**src/hdl/exu_pkg.sv**
```systemverilog
`default_nettype none

package exu_pkg;

  //////////////////////////////////////////////////
  // Widths and constants
  //////////////////////////////////////////////////

  // Data path width
  localparam int unsigned WORD_W = 32;
  // Destination tag width
  localparam int unsigned TAG_W = 5;
  // Shift amount comes from the low bits of operand B
  localparam int unsigned SHAMT_W = 5;
  // Radix-4 iteration count for a 32-bit multiplier
  localparam int unsigned MULT_STEPS = 16;
  localparam int unsigned MULT_CNT_W = $clog2(MULT_STEPS);

  typedef logic [WORD_W-1:0]     word_t;
  typedef logic [TAG_W-1:0]      tag_t;
  typedef logic [SHAMT_W-1:0]    shamt_t;
  typedef logic [MULT_CNT_W-1:0] mult_cnt_t;

  // Counter value of the final multiplier step
  localparam mult_cnt_t MULT_LAST = mult_cnt_t'(MULT_STEPS - 1);

  //////////////////////////////////////////////////
  // Operators
  //////////////////////////////////////////////////

  typedef enum logic [3:0] {
    ADD, SUB, AND, OR, XOR,
    SLL, SRL, SRA,
    SLT, SLTU, EQ,
    MUL, MULH, MULHU
  } exu_op_e;

  //////////////////////////////////////////////////
  // Port payloads and pipeline registers
  //////////////////////////////////////////////////

  // Input port payload, 73 bits
  typedef struct packed {
    exu_op_e operator;
    word_t   operand_a;
    word_t   operand_b;
    tag_t    tag;
  } exu_req_t;

  // Issue to execute
  typedef struct packed {
    logic    valid;
    logic    alu_en;
    logic    mult_en;
    exu_op_e operator;
    word_t   operand_a;
    word_t   operand_b;
    tag_t    tag;
  } id_ex_pipe_t;

  // Execute to write-back
  typedef struct packed {
    logic  valid;
    tag_t  tag;
    word_t data;
    logic  cmp_flag;
  } ex_wb_pipe_t;

  // Output port payload, 38 bits
  typedef struct packed {
    tag_t  tag;
    word_t data;
    logic  cmp_flag;
  } exu_res_t;

endpackage

`default_nettype wire

```
**src/hdl/exu_alu.sv**
```systemverilog
`default_nettype none

module exu_alu
(
  input  exu_pkg::exu_op_e operator_i,
  input  exu_pkg::word_t   operand_a_i,
  input  exu_pkg::word_t   operand_b_i,
  output exu_pkg::word_t   result_o,
  output logic             cmp_flag_o
);

  exu_pkg::shamt_t shamt;
  exu_pkg::word_t  sum;
  exu_pkg::word_t  diff;
  logic            lt_signed;
  logic            lt_unsigned;
  logic            equal;

  // Shift amount from the low bits of operand B
  assign shamt = operand_b_i[exu_pkg::SHAMT_W-1:0];

  // Adder and subtractor
  assign sum  = operand_a_i + operand_b_i;
  assign diff = operand_a_i - operand_b_i;

  // Comparators
  assign lt_signed   = $signed(operand_a_i) < $signed(operand_b_i);
  assign lt_unsigned = operand_a_i < operand_b_i;
  assign equal       = (operand_a_i == operand_b_i);

  //////////////////////////////////////////////////
  // Result select
  //////////////////////////////////////////////////

  always_comb
  begin
    result_o   = '0;
    cmp_flag_o = 1'b0;
    case (operator_i)
      exu_pkg::ADD: result_o = sum;
      exu_pkg::SUB: result_o = diff;
      exu_pkg::AND: result_o = operand_a_i & operand_b_i;
      exu_pkg::OR:  result_o = operand_a_i | operand_b_i;
      exu_pkg::XOR: result_o = operand_a_i ^ operand_b_i;
      exu_pkg::SLL: result_o = operand_a_i << shamt;
      exu_pkg::SRL: result_o = operand_a_i >> shamt;
      // Arithmetic shift keeps the sign bit
      exu_pkg::SRA: result_o = $signed(operand_a_i) >>> shamt;
      // Compares give 1 or 0 and the same truth on the flag
      exu_pkg::SLT:
      begin
        result_o   = {31'b0, lt_signed};
        cmp_flag_o = lt_signed;
      end
      exu_pkg::SLTU:
      begin
        result_o   = {31'b0, lt_unsigned};
        cmp_flag_o = lt_unsigned;
      end
      exu_pkg::EQ:
      begin
        result_o   = {31'b0, equal};
        cmp_flag_o = equal;
      end
      // Multiplier operators are not handled here
      default: result_o = '0;
    endcase
  end

endmodule

`default_nettype wire

```
**src/hdl/exu_ex_stage.sv**
```systemverilog
`default_nettype none

module exu_ex_stage
(
  input  logic                 clk,
  input  logic                 rst_n,

  // ID/EX pipeline
  input  exu_pkg::id_ex_pipe_t id_ex_pipe_i,
  output logic                 ex_ready_o,

  // EX/WB pipeline
  input  logic                 wb_ready_i,
  output exu_pkg::ex_wb_pipe_t ex_wb_pipe_o
);

  exu_pkg::word_t alu_result;
  logic           alu_cmp;
  exu_pkg::word_t mult_result;
  logic           mult_done;
  logic           mult_ready;
  logic           accept;
  logic           alu_fire;
  logic           mult_start;
  logic           load;
  logic           ex_wb_valid_q;
  exu_pkg::tag_t  ex_wb_tag_q;
  exu_pkg::word_t ex_wb_data_q;
  logic           ex_wb_cmp_q;
  exu_pkg::tag_t  mult_tag_q;

  exu_alu i_alu
  (
    .operator_i  ( id_ex_pipe_i.operator  ),
    .operand_a_i ( id_ex_pipe_i.operand_a ),
    .operand_b_i ( id_ex_pipe_i.operand_b ),
    .result_o    ( alu_result             ),
    .cmp_flag_o  ( alu_cmp                )
  );

  exu_mult i_mult
  (
    .clk        ( clk                    ),
    .rst_n      ( rst_n                  ),
    .start_i    ( mult_start             ),
    .operator_i ( id_ex_pipe_i.operator  ),
    .op_a_i     ( id_ex_pipe_i.operand_a ),
    .op_b_i     ( id_ex_pipe_i.operand_b ),
    .result_o   ( mult_result            ),
    .done_o     ( mult_done              ),
    .ready_o    ( mult_ready             )
  );

  // Ready needs an idle multiplier and room in EX/WB
  // A started multiply thus always finds EX/WB empty at done
  assign ex_ready_o = mult_ready && (!ex_wb_valid_q || wb_ready_i);

  assign accept     = id_ex_pipe_i.valid && ex_ready_o;
  assign alu_fire   = accept && id_ex_pipe_i.alu_en;
  assign mult_start = accept && id_ex_pipe_i.mult_en;
  // Never both, the multiplier holds ready low during done
  assign load       = alu_fire || mult_done;

  //////////////////////////////////////////////////
  // EX/WB pipeline register
  //////////////////////////////////////////////////

  always_ff @(posedge clk, negedge rst_n)
  begin
    if (!rst_n)
      ex_wb_valid_q <= 1'b0;
    else if (load)
      ex_wb_valid_q <= 1'b1;
    else if (wb_ready_i)
      ex_wb_valid_q <= 1'b0;
  end

  always_ff @(posedge clk)
  begin
    // Tag waits here while the multiplier iterates
    if (mult_start)
      mult_tag_q <= id_ex_pipe_i.tag;
    if (load)
    begin
      ex_wb_tag_q  <= mult_done ? mult_tag_q : id_ex_pipe_i.tag;
      ex_wb_data_q <= mult_done ? mult_result : alu_result;
      ex_wb_cmp_q  <= !mult_done && alu_cmp;
    end
  end

  assign ex_wb_pipe_o = '{
    valid:    ex_wb_valid_q,
    tag:      ex_wb_tag_q,
    data:     ex_wb_data_q,
    cmp_flag: ex_wb_cmp_q
  };

endmodule

`default_nettype wire

```
**src/hdl/exu_issue_stage.sv**
```systemverilog
`default_nettype none

module exu_issue_stage
(
  input  logic                 clk,
  input  logic                 rst_n,

  // Four-phase request port
  input  logic                 op_req_i,
  input  exu_pkg::exu_req_t    op_i,
  output logic                 op_ack_o,

  // ID/EX pipeline
  input  logic                 ex_ready_i,
  output exu_pkg::id_ex_pipe_t id_ex_pipe_o
);

  typedef enum logic [1:0] {IDLE, ACK, WAIT_LOW} hs_state_e;

  hs_state_e         state_q;
  hs_state_e         state_d;
  logic              slot_valid_q;
  logic              capture;
  logic              is_mult;
  exu_pkg::exu_req_t slot_q;

  // Take a new operation only with the handshake idle and the slot free
  assign capture = (state_q == IDLE) && op_req_i && !slot_valid_q;

  //////////////////////////////////////////////////
  // Four-phase receive FSM
  //////////////////////////////////////////////////

  always_comb
  begin
    state_d = state_q;
    case (state_q)
      IDLE:     if (capture) state_d = ACK;
      // Ack is up, requester still holds req
      ACK:      state_d = WAIT_LOW;
      // Ack drops together with the return to IDLE
      WAIT_LOW: if (!op_req_i) state_d = IDLE;
      default:  state_d = IDLE;
    endcase
  end

  always_ff @(posedge clk, negedge rst_n)
  begin
    if (!rst_n)
    begin
      state_q      <= IDLE;
      slot_valid_q <= 1'b0;
    end
    else
    begin
      state_q <= state_d;
      if (capture)
        slot_valid_q <= 1'b1;
      else if (slot_valid_q && ex_ready_i)
        slot_valid_q <= 1'b0;
    end
  end

  // Holding register, payload only
  always_ff @(posedge clk)
  begin
    if (capture)
      slot_q <= op_i;
  end

  assign op_ack_o = (state_q != IDLE);

  // Decode into unit enables
  assign is_mult = slot_q.operator inside {exu_pkg::MUL, exu_pkg::MULH, exu_pkg::MULHU};

  assign id_ex_pipe_o = '{
    valid:     slot_valid_q,
    alu_en:    slot_valid_q && !is_mult,
    mult_en:   slot_valid_q && is_mult,
    operator:  slot_q.operator,
    operand_a: slot_q.operand_a,
    operand_b: slot_q.operand_b,
    tag:       slot_q.tag
  };

endmodule

`default_nettype wire

```
**src/hdl/exu_mult.sv**
```systemverilog
`default_nettype none

module exu_mult
(
  input  logic             clk,
  input  logic             rst_n,
  input  logic             start_i,
  input  exu_pkg::exu_op_e operator_i,
  input  exu_pkg::word_t   op_a_i,
  input  exu_pkg::word_t   op_b_i,
  output exu_pkg::word_t   result_o,
  output logic             done_o,
  output logic             ready_o
);

  logic                busy_q;
  logic                done_q;
  exu_pkg::mult_cnt_t  cnt_q;
  logic                signed_mode;
  exu_pkg::word_t      mag_a;
  exu_pkg::word_t      mag_b;
  logic [63:0]         mcand_q;
  logic [63:0]         acc_q;
  logic [63:0]         partial;
  logic [63:0]         product;
  exu_pkg::word_t      mplier_q;
  logic                neg_q;
  exu_pkg::exu_op_e    op_q;

  // Only MULH treats both operands as signed
  assign signed_mode = (operator_i == exu_pkg::MULH);
  assign mag_a = (signed_mode && op_a_i[31]) ? -op_a_i : op_a_i;
  assign mag_b = (signed_mode && op_b_i[31]) ? -op_b_i : op_b_i;

  // Radix-4 digit times the shifted multiplicand
  always_comb
  begin
    case (mplier_q[1:0])
      2'd1:    partial = mcand_q;
      2'd2:    partial = mcand_q << 1;
      2'd3:    partial = mcand_q + (mcand_q << 1);
      default: partial = '0;
    endcase
  end

  //////////////////////////////////////////////////
  // Iteration control
  //////////////////////////////////////////////////

  always_ff @(posedge clk, negedge rst_n)
  begin
    if (!rst_n)
    begin
      busy_q <= 1'b0;
      done_q <= 1'b0;
      cnt_q  <= '0;
    end
    else
    begin
      done_q <= 1'b0;
      if (start_i && ready_o)
      begin
        busy_q <= 1'b1;
        cnt_q  <= '0;
      end
      else if (busy_q)
      begin
        cnt_q <= cnt_q + 1'b1;
        // Last digit consumed, result valid next cycle
        if (cnt_q == exu_pkg::MULT_LAST)
        begin
          busy_q <= 1'b0;
          done_q <= 1'b1;
        end
      end
    end
  end

  // Data path registers
  always_ff @(posedge clk)
  begin
    if (start_i && ready_o)
    begin
      acc_q    <= '0;
      mcand_q  <= {32'b0, mag_a};
      mplier_q <= mag_b;
      neg_q    <= signed_mode && (op_a_i[31] ^ op_b_i[31]);
      op_q     <= operator_i;
    end
    else if (busy_q)
    begin
      acc_q    <= acc_q + partial;
      mcand_q  <= mcand_q << 2;
      mplier_q <= mplier_q >> 2;
    end
  end

  // Sign fix on the full product, then half select
  assign product  = neg_q ? -acc_q : acc_q;
  assign result_o = (op_q == exu_pkg::MUL) ? product[31:0] : product[63:32];

  assign done_o  = done_q;
  // Idle means neither iterating nor presenting a result
  assign ready_o = !busy_q && !done_q;

endmodule

`default_nettype wire

```
**src/hdl/exu_top.sv**
```systemverilog
`default_nettype none

module exu_top
(
  input  logic              clk,
  input  logic              rst_n,

  // Operation request port
  input  logic              op_req_i,
  input  exu_pkg::exu_req_t op_i,
  output logic              op_ack_o,

  // Result port
  output logic              res_req_o,
  output exu_pkg::exu_res_t res_o,
  input  logic              res_ack_i
);

  // Stage to stage links
  exu_pkg::id_ex_pipe_t id_ex_pipe;
  exu_pkg::ex_wb_pipe_t ex_wb_pipe;
  logic                 ex_ready;
  logic                 wb_ready;

  exu_issue_stage i_issue
  (
    .clk          ( clk        ),
    .rst_n        ( rst_n      ),
    .op_req_i     ( op_req_i   ),
    .op_i         ( op_i       ),
    .op_ack_o     ( op_ack_o   ),
    .ex_ready_i   ( ex_ready   ),
    .id_ex_pipe_o ( id_ex_pipe )
  );

  exu_ex_stage i_ex
  (
    .clk          ( clk        ),
    .rst_n        ( rst_n      ),
    .id_ex_pipe_i ( id_ex_pipe ),
    .ex_ready_o   ( ex_ready   ),
    .wb_ready_i   ( wb_ready   ),
    .ex_wb_pipe_o ( ex_wb_pipe )
  );

  exu_wb_stage i_wb
  (
    .clk          ( clk        ),
    .rst_n        ( rst_n      ),
    .ex_wb_pipe_i ( ex_wb_pipe ),
    .wb_ready_o   ( wb_ready   ),
    .res_req_o    ( res_req_o  ),
    .res_o        ( res_o      ),
    .res_ack_i    ( res_ack_i  )
  );

endmodule

`default_nettype wire

```
**src/hdl/exu_wb_stage.sv**
```systemverilog
`default_nettype none

module exu_wb_stage
(
  input  logic                 clk,
  input  logic                 rst_n,

  // EX/WB pipeline
  input  exu_pkg::ex_wb_pipe_t ex_wb_pipe_i,
  output logic                 wb_ready_o,

  // Four-phase result port
  output logic                 res_req_o,
  output exu_pkg::exu_res_t    res_o,
  input  logic                 res_ack_i
);

  typedef enum logic [1:0] {EMPTY, REQ, WAIT_LOW} wb_state_e;

  wb_state_e         state_q;
  wb_state_e         state_d;
  logic              load;
  exu_pkg::exu_res_t buf_q;

  // Buffer only takes a result while empty
  assign load = (state_q == EMPTY) && ex_wb_pipe_i.valid;

  //////////////////////////////////////////////////
  // Four-phase send FSM
  //////////////////////////////////////////////////

  always_comb
  begin
    state_d = state_q;
    case (state_q)
      EMPTY:    if (load) state_d = REQ;
      // Req held until the receiver acks
      REQ:      if (res_ack_i) state_d = WAIT_LOW;
      // Slot frees once ack is low again
      WAIT_LOW: if (!res_ack_i) state_d = EMPTY;
      default:  state_d = EMPTY;
    endcase
  end

  always_ff @(posedge clk, negedge rst_n)
  begin
    if (!rst_n)
      state_q <= EMPTY;
    else
      state_q <= state_d;
  end

  always_ff @(posedge clk)
  begin
    if (load)
      buf_q <= '{tag: ex_wb_pipe_i.tag, data: ex_wb_pipe_i.data,
                 cmp_flag: ex_wb_pipe_i.cmp_flag};
  end

  assign wb_ready_o = (state_q == EMPTY);
  assign res_req_o  = (state_q == REQ);
  // Stable from load until release
  assign res_o      = buf_q;

endmodule

`default_nettype wire

```
**config.mk**
```make
export PLATFORM = sky130hd
export DESIGN_NAME = exu_top
export DESIGN_NICKNAME = d
export VERILOG_FILES = /design/src/hdl/exu_pkg.sv /design/src/hdl/exu_alu.sv /design/src/hdl/exu_ex_stage.sv /design/src/hdl/exu_issue_stage.sv /design/src/hdl/exu_mult.sv /design/src/hdl/exu_top.sv /design/src/hdl/exu_wb_stage.sv
export SDC_FILE = /design/constraint.sdc
export NUM_CORES = 1
export LEC_CHECK = 0
export BUFFER_PORTS_ARGS = -buffer_cell sky130_fd_sc_hd__buf_2
export CAP_MARGIN = 0
export CELL_PAD_IN_SITES_DETAIL_PLACEMENT = 1
export CELL_PAD_IN_SITES_GLOBAL_PLACEMENT = 2
export CORE_MARGIN = 2
export CORE_UTILIZATION = 43
export CTS_BUF_LIST = sky130_fd_sc_hd__clkbuf_4
export CTS_CLUSTER_DIAMETER = 40
export DETAILED_ROUTE_END_ITERATION = 6
export MAX_ROUTING_LAYER = met4
export PLACE_DENSITY_LB_ADDON = 0.25
export SLEW_MARGIN = 25
export SYNTH_ARGS = -nofsm -noshare
export SYNTH_HDL_FRONTEND = slang
export SYNTH_SLANG_ARGS = --single-unit
export TNS_END_PERCENT = 50
```
**constraint.sdc**
```tcl
create_clock -name clk -period 15.9 [get_ports clk]
set_input_delay 2.385 -clock clk [delete_from_list [all_inputs] [get_ports clk]]
set_output_delay 2.385 -clock clk [all_outputs]
set_load 0.05 [all_outputs]
```
# [Word level (Yosys, flattened, before mapping)]
# Cells that the tools add are included.
[word_totals] regBits=331 out_inout_bits=40 word_cells=133
[op_classes] n_addsub=8 order_cmp=2 eq_ne=28 shifts=3 mux=32 n_bitwise=4 n_reduce_logical=32
[ops] cell="one-hot mux 32 bit (11 select lines)" count=1
[ops] cell="2-to-1 mux 32 bit" count=8
[ops] cell="one-hot mux 64 bit (3 select lines)" count=1
[ops] cell="adder 64 bit" count=2
[ops] cell="< comparator 32 bit" count=2
[ops] cell="2-to-1 mux 64 bit" count=1
[ops] cell="negation 32 bit" count=2
[ops] cell="negation 64 bit" count=1
[ops] cell="adder 32 bit" count=1
[ops] cell="AND 32 bit" count=1
[ops] cell="== test 32 bit" count=1
[ops] cell="== test 4 bit, second input constant" count=8
[ops] cell="bitwise OR 32 bit" count=1
[ops] cell="<< shifter 32 x 5 -> 32 bit" count=1
[ops] cell="right shift 32 x 5 -> 32 bit" count=1
[ops] cell=">>> shifter 32 x 5 -> 32 bit" count=1
[ops] cell="subtractor 32 bit" count=1
[ops] cell="XOR 32 bit" count=1
[ops] cell="== test 4 x 3 -> 1 bit, second input constant" count=4
[ops] cell="logical AND 1 bit" count=15
[ops] cell="one-hot mux 2 bit (3 select lines)" count=2
[ops] cell="2-to-1 mux 1 bit" count=10
[ops] cell="2-to-1 mux 2 bit" count=5
[ops] cell="== test 2 bit, second input constant" count=4
[ops] cell="18 further kinds" count=34

# [Depth between registers and ports, before layout]
# Gate-level depths: netlist of the first run.
[logic_depth] word_depth=7 depth_mapped=29

# [Modules after synthesis]
# Synthesis of the first run repeated with hierarchy kept, for this count alone.
[hier_totals] cells_unflattened=3871 hier_area_um2=31611.6
[modules_own_cells] module="exu_mult" n_inst=1 cells_per_inst=2296 area_each_um2=17170.2 seq_area_each_um2=4144.0
[modules_own_cells] module="exu_alu" n_inst=1 cells_per_inst=1346 area_each_um2=9016.1 seq_area_each_um2=0.0
[modules_own_cells] module="exu_issue_stage" n_inst=1 cells_per_inst=88 area_each_um2=2359.8 seq_area_each_um2=2267.2
[modules_own_cells] module="exu_ex_stage" n_inst=1 cells_per_inst=94 area_each_um2=1831.8 seq_area_each_um2=1316.3
[modules_own_cells] module="exu_wb_stage" n_inst=1 cells_per_inst=47 area_each_um2=1233.7 seq_area_each_um2=1191.1

# [Worst setup path after synthesis of the first run]
# Ideal clock, no wire load.
[synth_path] kind="input port to flip-flop" from="input op_req_i" to="register i_issue.slot_valid_q" setup_ns=0.107 t_arrival_ns=8.196 required_time_ns=15.793 path_slack_ns=7.597 stages=2 path_buffers=0 cell_sequence="nor3b_1 > o21bai_1"
[synth_between] elab_chain_cells=3 elab_cells_between_ends=4 classes_between="mux (1); reduce/logical (3)"
[synth_rtl] element="from (decl)" line_no="exu_top.sv:9" source="input logic op_req_i,"
[synth_rtl] element="logical AND 1 bit * (2 in series)" line_no="exu_issue_stage.sv:28" source="assign capture = (state_q == IDLE) && op_req_i && !slot_valid_q;"
[synth_rtl] element="2-to-1 mux 1 bit or nonzero test 2 bit (tied branches)"
[synth_rtl] element="to (signal assigned)" line_no="exu_issue_stage.sv:52" source="slot_valid_q <= 1'b0;"
[synth_rtl] element="to (signal assigned)" line_no="exu_issue_stage.sv:58" source="slot_valid_q <= 1'b1;"
[synth_rtl] element="to (signal assigned)" line_no="exu_issue_stage.sv:60" source="slot_valid_q <= 1'b0;"
[synth_rtl] element="to (decl)" line_no="exu_issue_stage.sv:22" source="logic slot_valid_q;"
# Mark *: on every way between the ends. The rest lies on a longest branch, timed or not.
# A chain may end at the register's enable or synchronous reset.

# [Worst setup path after layout of the first run]
[layout_path] from="register i_ex.i_mult.mcand_q[1]" to="register i_ex.i_mult.acc_q[61]"
[layout_between] elab_chain_cells=3
[layout_rtl] element="from (decl)" line_no="exu_mult.sv:22" source="logic [63:0] mcand_q;"
[layout_rtl] element="from (signal assigned)" line_no="exu_mult.sv:85" source="mcand_q <= {32'b0, mag_a};"
[layout_rtl] element="from (signal assigned)" line_no="exu_mult.sv:93" source="mcand_q <= mcand_q << 2;"
[layout_rtl] element="adder 64 bit" line_no="exu_mult.sv:41" source="2'd3: partial = mcand_q + (mcand_q << 1);"
[layout_rtl] element="one-hot mux 64 bit (3 select lines) *" line_no="exu_mult.sv:38" source="case (mplier_q[1:0])"
[layout_rtl] element="adder 64 bit *" line_no="exu_mult.sv:92" source="acc_q <= acc_q + partial;"
[layout_rtl] element="to (signal assigned)" line_no="exu_mult.sv:92"
[layout_rtl] element="to (decl)" line_no="exu_mult.sv:23" source="logic [63:0] acc_q;"
# Marks and branches as above.

==> results.toml, run 1 <==
[global_route]
antenna_found_initial = 7
grt_usage_pct = 34.8
grt_max_degree = 67
gr-total-overflow = 0
grt_pass1_wl_mm = 191
grt_pass1_vias = 30503

[yosys]
synth_edf_count = 223
yosysSeqAreaShare_pct = 29.2
syn_nets = 3989
avgSynthCellArea_sq_um = 8.30
ys_ff_latch = 331
syn_inst = 3682
yosys_warnings = 0
synthArstFlopShare_pct = 3.63
ys.flop_type = "edfxtp_1"
yosysUniqueCellTypes = 86
synth.cell_area_sq_mm = 0.0306

[drt]
drc = 0
antenna_left = 0
avgViaCountPerCell = 6.34
wl_per_cell_microns = 26.7
vias = 30005
drt-total-wl_mm = 126
drt_iter0_markers = 3139
drt_first_pass_iters = 5

[critical_path]
cp-end-kind = "flip-flop"
path_class = "flip-flop to flip-flop"
crit_path_top_delay_cell = "a311oi_1"
reg2regPathDepth = 28
reg2reg_slack_ps = 8930
reg2reg_from = "i_ex.i_mult.mcand_q[1]"
path_max_fanout = 7
cp_common_cell = "nor2_1"
cp-start-kind = "flip-flop"
crit_required_ps = 16680
max_stage_delay_ps = 600
arrival_ps = 7750
timing.rr.end = "i_ex.i_mult.acc_q[61]"

[clock_tree]
cts_tree = "yes"
ctsHoldBuffers = 0
htreeDepth = 3
post_cts_buffers = 0
cts.sinks = 331
cts_max_path_buffers = 3
cts_resized = 0
cts_buffers = 96
clock_latency_ps = 920
cts.clk_slew.worst_paths_ps = 70
root_buffer = "clkbuf_4"

[power_and_ir_drop]
peakVddDrop_mv = 0.133
p_per_area_mw_per_mm2 = 259
p_leak_nw = 13.9
total_power_mw = 8.58

[floorplan]
die_w_microns = 271
start_util_pct = 43.6
fp.dieArea_sq_mm = 0.0732
fp.dieH_microns = 271
num_io_pins = 117
rows = 97
coreArea_sq_mm = 0.0701

[place]
dpl_worst_slack_ps = 8960
io_buffer_count = 116
dp_hpwl_mm = 97.2
place_congestion = 1.02
dp_cells = 4551

[timing]
worst_pin_slew_ps = 1090
fin_skew_ps = 115
slew_headroom_pct = 26.5
finalSetupViolCount = 0
fin_tns_setup_ps = 0
rsz0062_at_grt = "no"
period_minus_slack_ps = 6970
min_period_over_period_pct = 43.8
hold_violations = 0
timing.fmax_mhz = 144
slew_viol_final = 0
worst_slack_ps = 8930

[layout]
fin_nets = 4016
final_common_cell = "nand2_1"
syn_to_final_growth_pct = 8.53
drive_gt1_share_pct = 11.1
final_cell_mix = "nand2_1, o21ai_0, nor2_1, a21oi_1, ha_1"
instances_no_fill = 4731

[worst_hold_path]
hold_class = "flip-flop to flip-flop"
min_delay_path_depth = 0
hold_start = "i_ex.ex_wb_data_q[7]"
min_delay_worst_endpoint = "i_wb.res_o[8]"

[flow_run]
drv_cap = 0

[run_status]
status = "complete, no violations"
[worst max-delay path, delay by kind of cell (launching register included)]
kind | cells | cell delay, ps
xor+xnor | 1 | 160
buf+inv | 1 | 80
fa+ha+maj | 3 | 770
compound gates | 11 | 3150
simple gates | 12 | 2230
flops | 1 | 480
[how the worst max path moves through the flow]
| stage | from | to | slack (ps) | cells after the start |
|---|---|---|---|---|
| finish | i_ex.i_mult.mcand_q[1] | i_ex.i_mult.acc_q[61] | 8930 | 28 |
| detailed placement | i_ex.i_mult.mcand_q[1] | i_ex.i_mult.acc_q[61] | 8960 | 28 |
| global route | i_ex.i_mult.mcand_q[1] | i_ex.i_mult.acc_q[61] | 8180 | 28 |
| CTS | i_ex.i_mult.mcand_q[1] | i_ex.i_mult.acc_q[61] | 8950 | 28 |
| global placement | i_ex.i_mult.mcand_q[1] | i_ex.i_mult.acc_q[61] | 9190 | 28 |
| floorplan | op_req_i | i_issue.slot_valid_q | 7600 | 2 |
[state kept, by name (all words and copies together), names as in the netlist, 2 cells and up]
name                  count
i_issue.state_q           2
i_ex.i_mult.op_q          4
i_ex.mult_tag_q           5
i_wb.state_q              2
i_ex.ex_wb_data_q        32
i_ex.i_mult.acc_q        64
i_ex.ex_wb_tag_q          5
i_wb.res_o               38
i_ex.i_mult.mplier_q     32
i_ex.i_mult.mcand_q      64
i_issue.id_ex_pipe_o     73
i_ex.i_mult.cnt_q         4
[cells in the mapped netlist (all sizes together), types with 14 or more instances]
| cell type | count | area share, % |
|---|---|---|
| ha | 226 | 9.3 |
| o41ai | 21 | 0.63 |
| mux2i | 158 | 5.2 |
| o21ai | 366 | 6.0 |
| nor2b | 24 | 0.49 |
| or3 | 30 | 0.68 |
| a22oi | 33 | 0.81 |
| inv | 136 | 1.7 |
| o211ai | 48 | 1.2 |
| nor4 | 23 | 0.49 |
| a211oi | 25 | 0.61 |
| xnor2 | 167 | 4.8 |
| o221ai | 21 | 0.60 |
| a21o | 109 | 2.7 |
| nand4 | 44 | 0.90 |
| mux4 | 38 | 2.8 |
| o21a | 20 | 0.49 |
| nor2 | 344 | 4.2 |
| nand2 | 379 | 4.7 |
| nand3 | 62 | 1.0 |
| nand2b | 42 | 0.86 |
| a21oi | 275 | 4.5 |
| a221oi | 26 | 0.74 |
| or4 | 14 | 0.38 |
| o31ai | 48 | 1.2 |
| xor2 | 84 | 2.4 |
| a31oi | 46 | 0.94 |
| clkbuf | 199 | 2.4 |
| a22o | 14 | 0.40 |
| edfxtp | 223 | 22 |
| buf | 46 | 0.61 |
| o21bai | 50 | 1.2 |
| dfxtp | 96 | 6.3 |
| nor3 | 48 | 0.80 |
[layout make-up]
cell class,instances,area (sq um)
clock buffer,142,1070
inverter,137,514
clock inverter,32,193
sequential,331,8920
fill,8564,37000
tap,940,1180
timing repair buffer,174,1020
multi-input combinational,2969,20300
antenna,6,15.0
[where the power goes]
| part | switching [mW] | internal (mW) |
|---|---|---|
| sequential | 0.459 | 1.37 |
| combinational | 3.70 | 2.21 |
| clock | 0.410 | 0.430 |
| total | 4.57 | 4.01 |
[kinds of logic after synthesis]
logic type	Yosys count	share of synthesized area, %
DFF	331	29.2
AOI/OAI and AO/OA	1209	25.0
xor gates and xnor gates	251	7.19
and+or+nand+nor	1072	16.0
muxes	207	8.38
buffers and inverters	382	4.74
adders and majority gates	230	9.51
[per-layer routing]
metal	global-route usage, %	wire, microns
met3	6.09	9630
met1	46.5	56000
met4	12.8	4760
met5	-	0
met2	52.7	55900
[through the flow]
| stage | hold slack (ps) | instance area [sq um] | util, % |
|---|---|---|---|
| after CTS | 388 | 33100 | 47.3 |
| after global placement | 403 | 31900 | 45.4 |
| final | 400 | 33200 | 47.3 |
| after floorplan | 400 | 30600 | - |
| after detailed placement | 407 | 31900 | 45.5 |
| after global routing | 408 | 33200 | 47.3 |
Note: power is estimated with default switching activity, not from simulation.
==> inputs of run 2 (changes only) <==
--- a/config.mk
+++ b/config.mk
@@ -10,7 +10,7 @@
 export CELL_PAD_IN_SITES_DETAIL_PLACEMENT = 1
 export CELL_PAD_IN_SITES_GLOBAL_PLACEMENT = 2
 export CORE_MARGIN = 2
-export CORE_UTILIZATION = 43
+export CORE_UTILIZATION = 40
 export CTS_BUF_LIST = sky130_fd_sc_hd__clkbuf_4
 export CTS_CLUSTER_DIAMETER = 40
 export DETAILED_ROUTE_END_ITERATION = 6
==> constraint.sdc (replaced) <==
create_clock -name clk -period 6.7 [get_ports clk]
set_input_delay 1.005 -clock clk [delete_from_list [all_inputs] [get_ports clk]]
set_output_delay 1.005 -clock clk [all_outputs]
set_load 0.05 [all_outputs]
==> results.toml, run 2 (same netlist as run 1, synthesis figures left out) <==
[critical_path]
timing.rr.end = "i_ex.i_mult.acc_q[61]"
path_class = "flip-flop to flip-flop"
max_stage_delay_ps = 460
reg2reg_slack_ps = 340
reg2regPathDepth = 28
crit_path_top_delay_cell = "edfxtp_1"
path_max_fanout = 7
reg2reg_from = "i_ex.i_mult.mcand_q[21]"
cp-end-kind = "flip-flop"
arrival_ps = 7130
crit_required_ps = 7470
cp-start-kind = "flip-flop"

[clock_tree]
cts.sinks = 331
root_buffer = "clkbuf_4"
htreeDepth = 3
clock_latency_ps = 940
cts.clk_slew.worst_paths_ps = 70
cts_tree = "yes"
cts_max_path_buffers = 3
cts_buffers = 101

[timing]
finalSetupViolCount = 0
worst_pin_slew_ps = 990
fin_skew_ps = 98.9
worst_slack_ps = 342
period_minus_slack_ps = 6360
slew_headroom_pct = 33.3
timing.fmax_mhz = 157
hold_ws_ps = 236
min_period_over_period_pct = 94.9
hold_violations = 0
fin_tns_setup_ps = 0
slew_viol_final = 0

[power_and_ir_drop]
peakVddDrop_mv = 0.417
p_leak_nw = 14.1
p_per_area_mw_per_mm2 = 621
total_power_mw = 20.9

[drt]
route.met3.wl_mm = 8.08
top_layer = "met4"
wl_per_cell_microns = 27.4
wl_met2_mm = 59.7
drt-total-wl_mm = 132
drt_first_pass_iters = 5
vias = 29884
antenna_left = 0
avgViaCountPerCell = 6.21
wl_met1_mm = 58.5
drc = 0
drt_iter0_markers = 2642

[flow_run]
drv_cap = 0

[layout]
fin_nets = 4053
final_cell_mix = "nand2_1, o21ai_0, nor2_1, a21oi_1, ha_1"
drive_gt1_share_pct = 11.9
fillers = 9012
final_area_sq_mm = 0.0336
syn_to_final_growth_pct = 10.0
regArea_sq_mm = 0.00892
largest_reg_flops = 73
multi_input_area_sq_mm = 0.0203
final_common_cell = "nand2_1"
instances_no_fill = 4809
utilization_pct = 44.3

[place]
dpl_worst_slack_ps = 132
place_congestion = 1.00
io_buffer_count = 116
dp_hpwl_mm = 103
dp_cells = 4620
dpl-instance-area_sq_mm = 0.0322

[global_route]
grt_pass1_wl_mm = 195
antenna_found_initial = 6
gr-total-overflow = 0
grt_usage_pct = 33.9
grt_pass1_vias = 30045
grt_max_degree = 125

[floorplan]
rows = 101
coreArea_sq_mm = 0.0758
fp.dieArea_sq_mm = 0.0786
start_util_pct = 40.3
fp.dieH_microns = 280
die_w_microns = 280
num_io_pins = 117

[worst_hold_path]
hold_class = "primary input to flip-flop"
hold_start = "op_i[65]"
min_delay_path_depth = 1
min_delay_worst_endpoint = "i_issue.id_ex_pipe_o[65]"

[run_status]
status = "complete, no violations"
[run 2: cell count changes in the layout (fill, tap and decap cells not counted), moves of 4 or more]
cell | previous run | this run
o21ai_0 | 358 | 352
clkbuf_4 | 142 | 137
o21ai_1 | 8 | 12
clkinv_1 | 18 | 35
diode_2 | 6 | 2
buf_4 | 58 | 87
[run 2: final cells by class]
class	instances	area share, %
Sequential cell	331	26.5
Tap cell	978	3.64
Inverter	137	1.53
Clock inverter	49	0.942
Clock buffer	137	3.06
Multi-Input combinational cell	2969	60.5
Timing Repair Buffer	206	3.82
Antenna cell	2	0.0149
[run 2: repair_timing]
| action | 4_1_cts | 5_1_grt |
|---|---|---|
| setup buffers | 0 | 0 |
| hold endpoints to repair | 12 | 0 |
| resized for setup | 0 | 15 |
| setup endpoints to repair | 0 | 14 |
| hold buffers | 1 | 0 |
[run 2: worst max-delay path, delay by kind of cell, from the launching register on]
family,cells,cell delay [ps]
simple gates,12,2460
compound gates,9,1630
fa+ha+maj,2,850
flops,1,460
buf+inv,3,410
xor+xnor,2,370
[run 2: worst max-delay path by stage]
stage,start,depth (start not counted),end,slack [ps]
5_1_grt,i_ex.i_mult.mcand_q[21],28,i_ex.i_mult.acc_q[61],-30
6_report,i_ex.i_mult.mcand_q[21],28,i_ex.i_mult.acc_q[61],340
2_1_floorplan,i_ex.i_mult.mcand_q[1],29,i_ex.i_mult.acc_q[61],930
3_3_place_gp,i_ex.i_mult.mcand_q[0],29,i_ex.i_mult.acc_q[61],150
3_5_place_dp,i_ex.i_mult.mcand_q[3],27,i_ex.i_mult.acc_q[61],130
4_1_cts,i_ex.i_mult.mcand_q[3],27,i_ex.i_mult.acc_q[61],80
[run 2: power breakdown]
group          total, mW  switching [mW]  leakage, nW  internal, mW
sequential          4.40            1.15         3.07          3.24
combinational       14.4            8.94         10.3          5.45
clock               2.10            1.02        0.776          1.08
total               20.9            11.1         14.1          9.78
[run 2: routing by layer]
| layer | vias to the layer above | global-route usage (%) |
|---|---|---|
| li1 | 13758 | - |
| met1 | 14854 | 44.4 |
| met2 | 1036 | 52.7 |
| met3 | 236 | 5.08 |
| met4 | 0 | 13.2 |
| met5 | - | - |
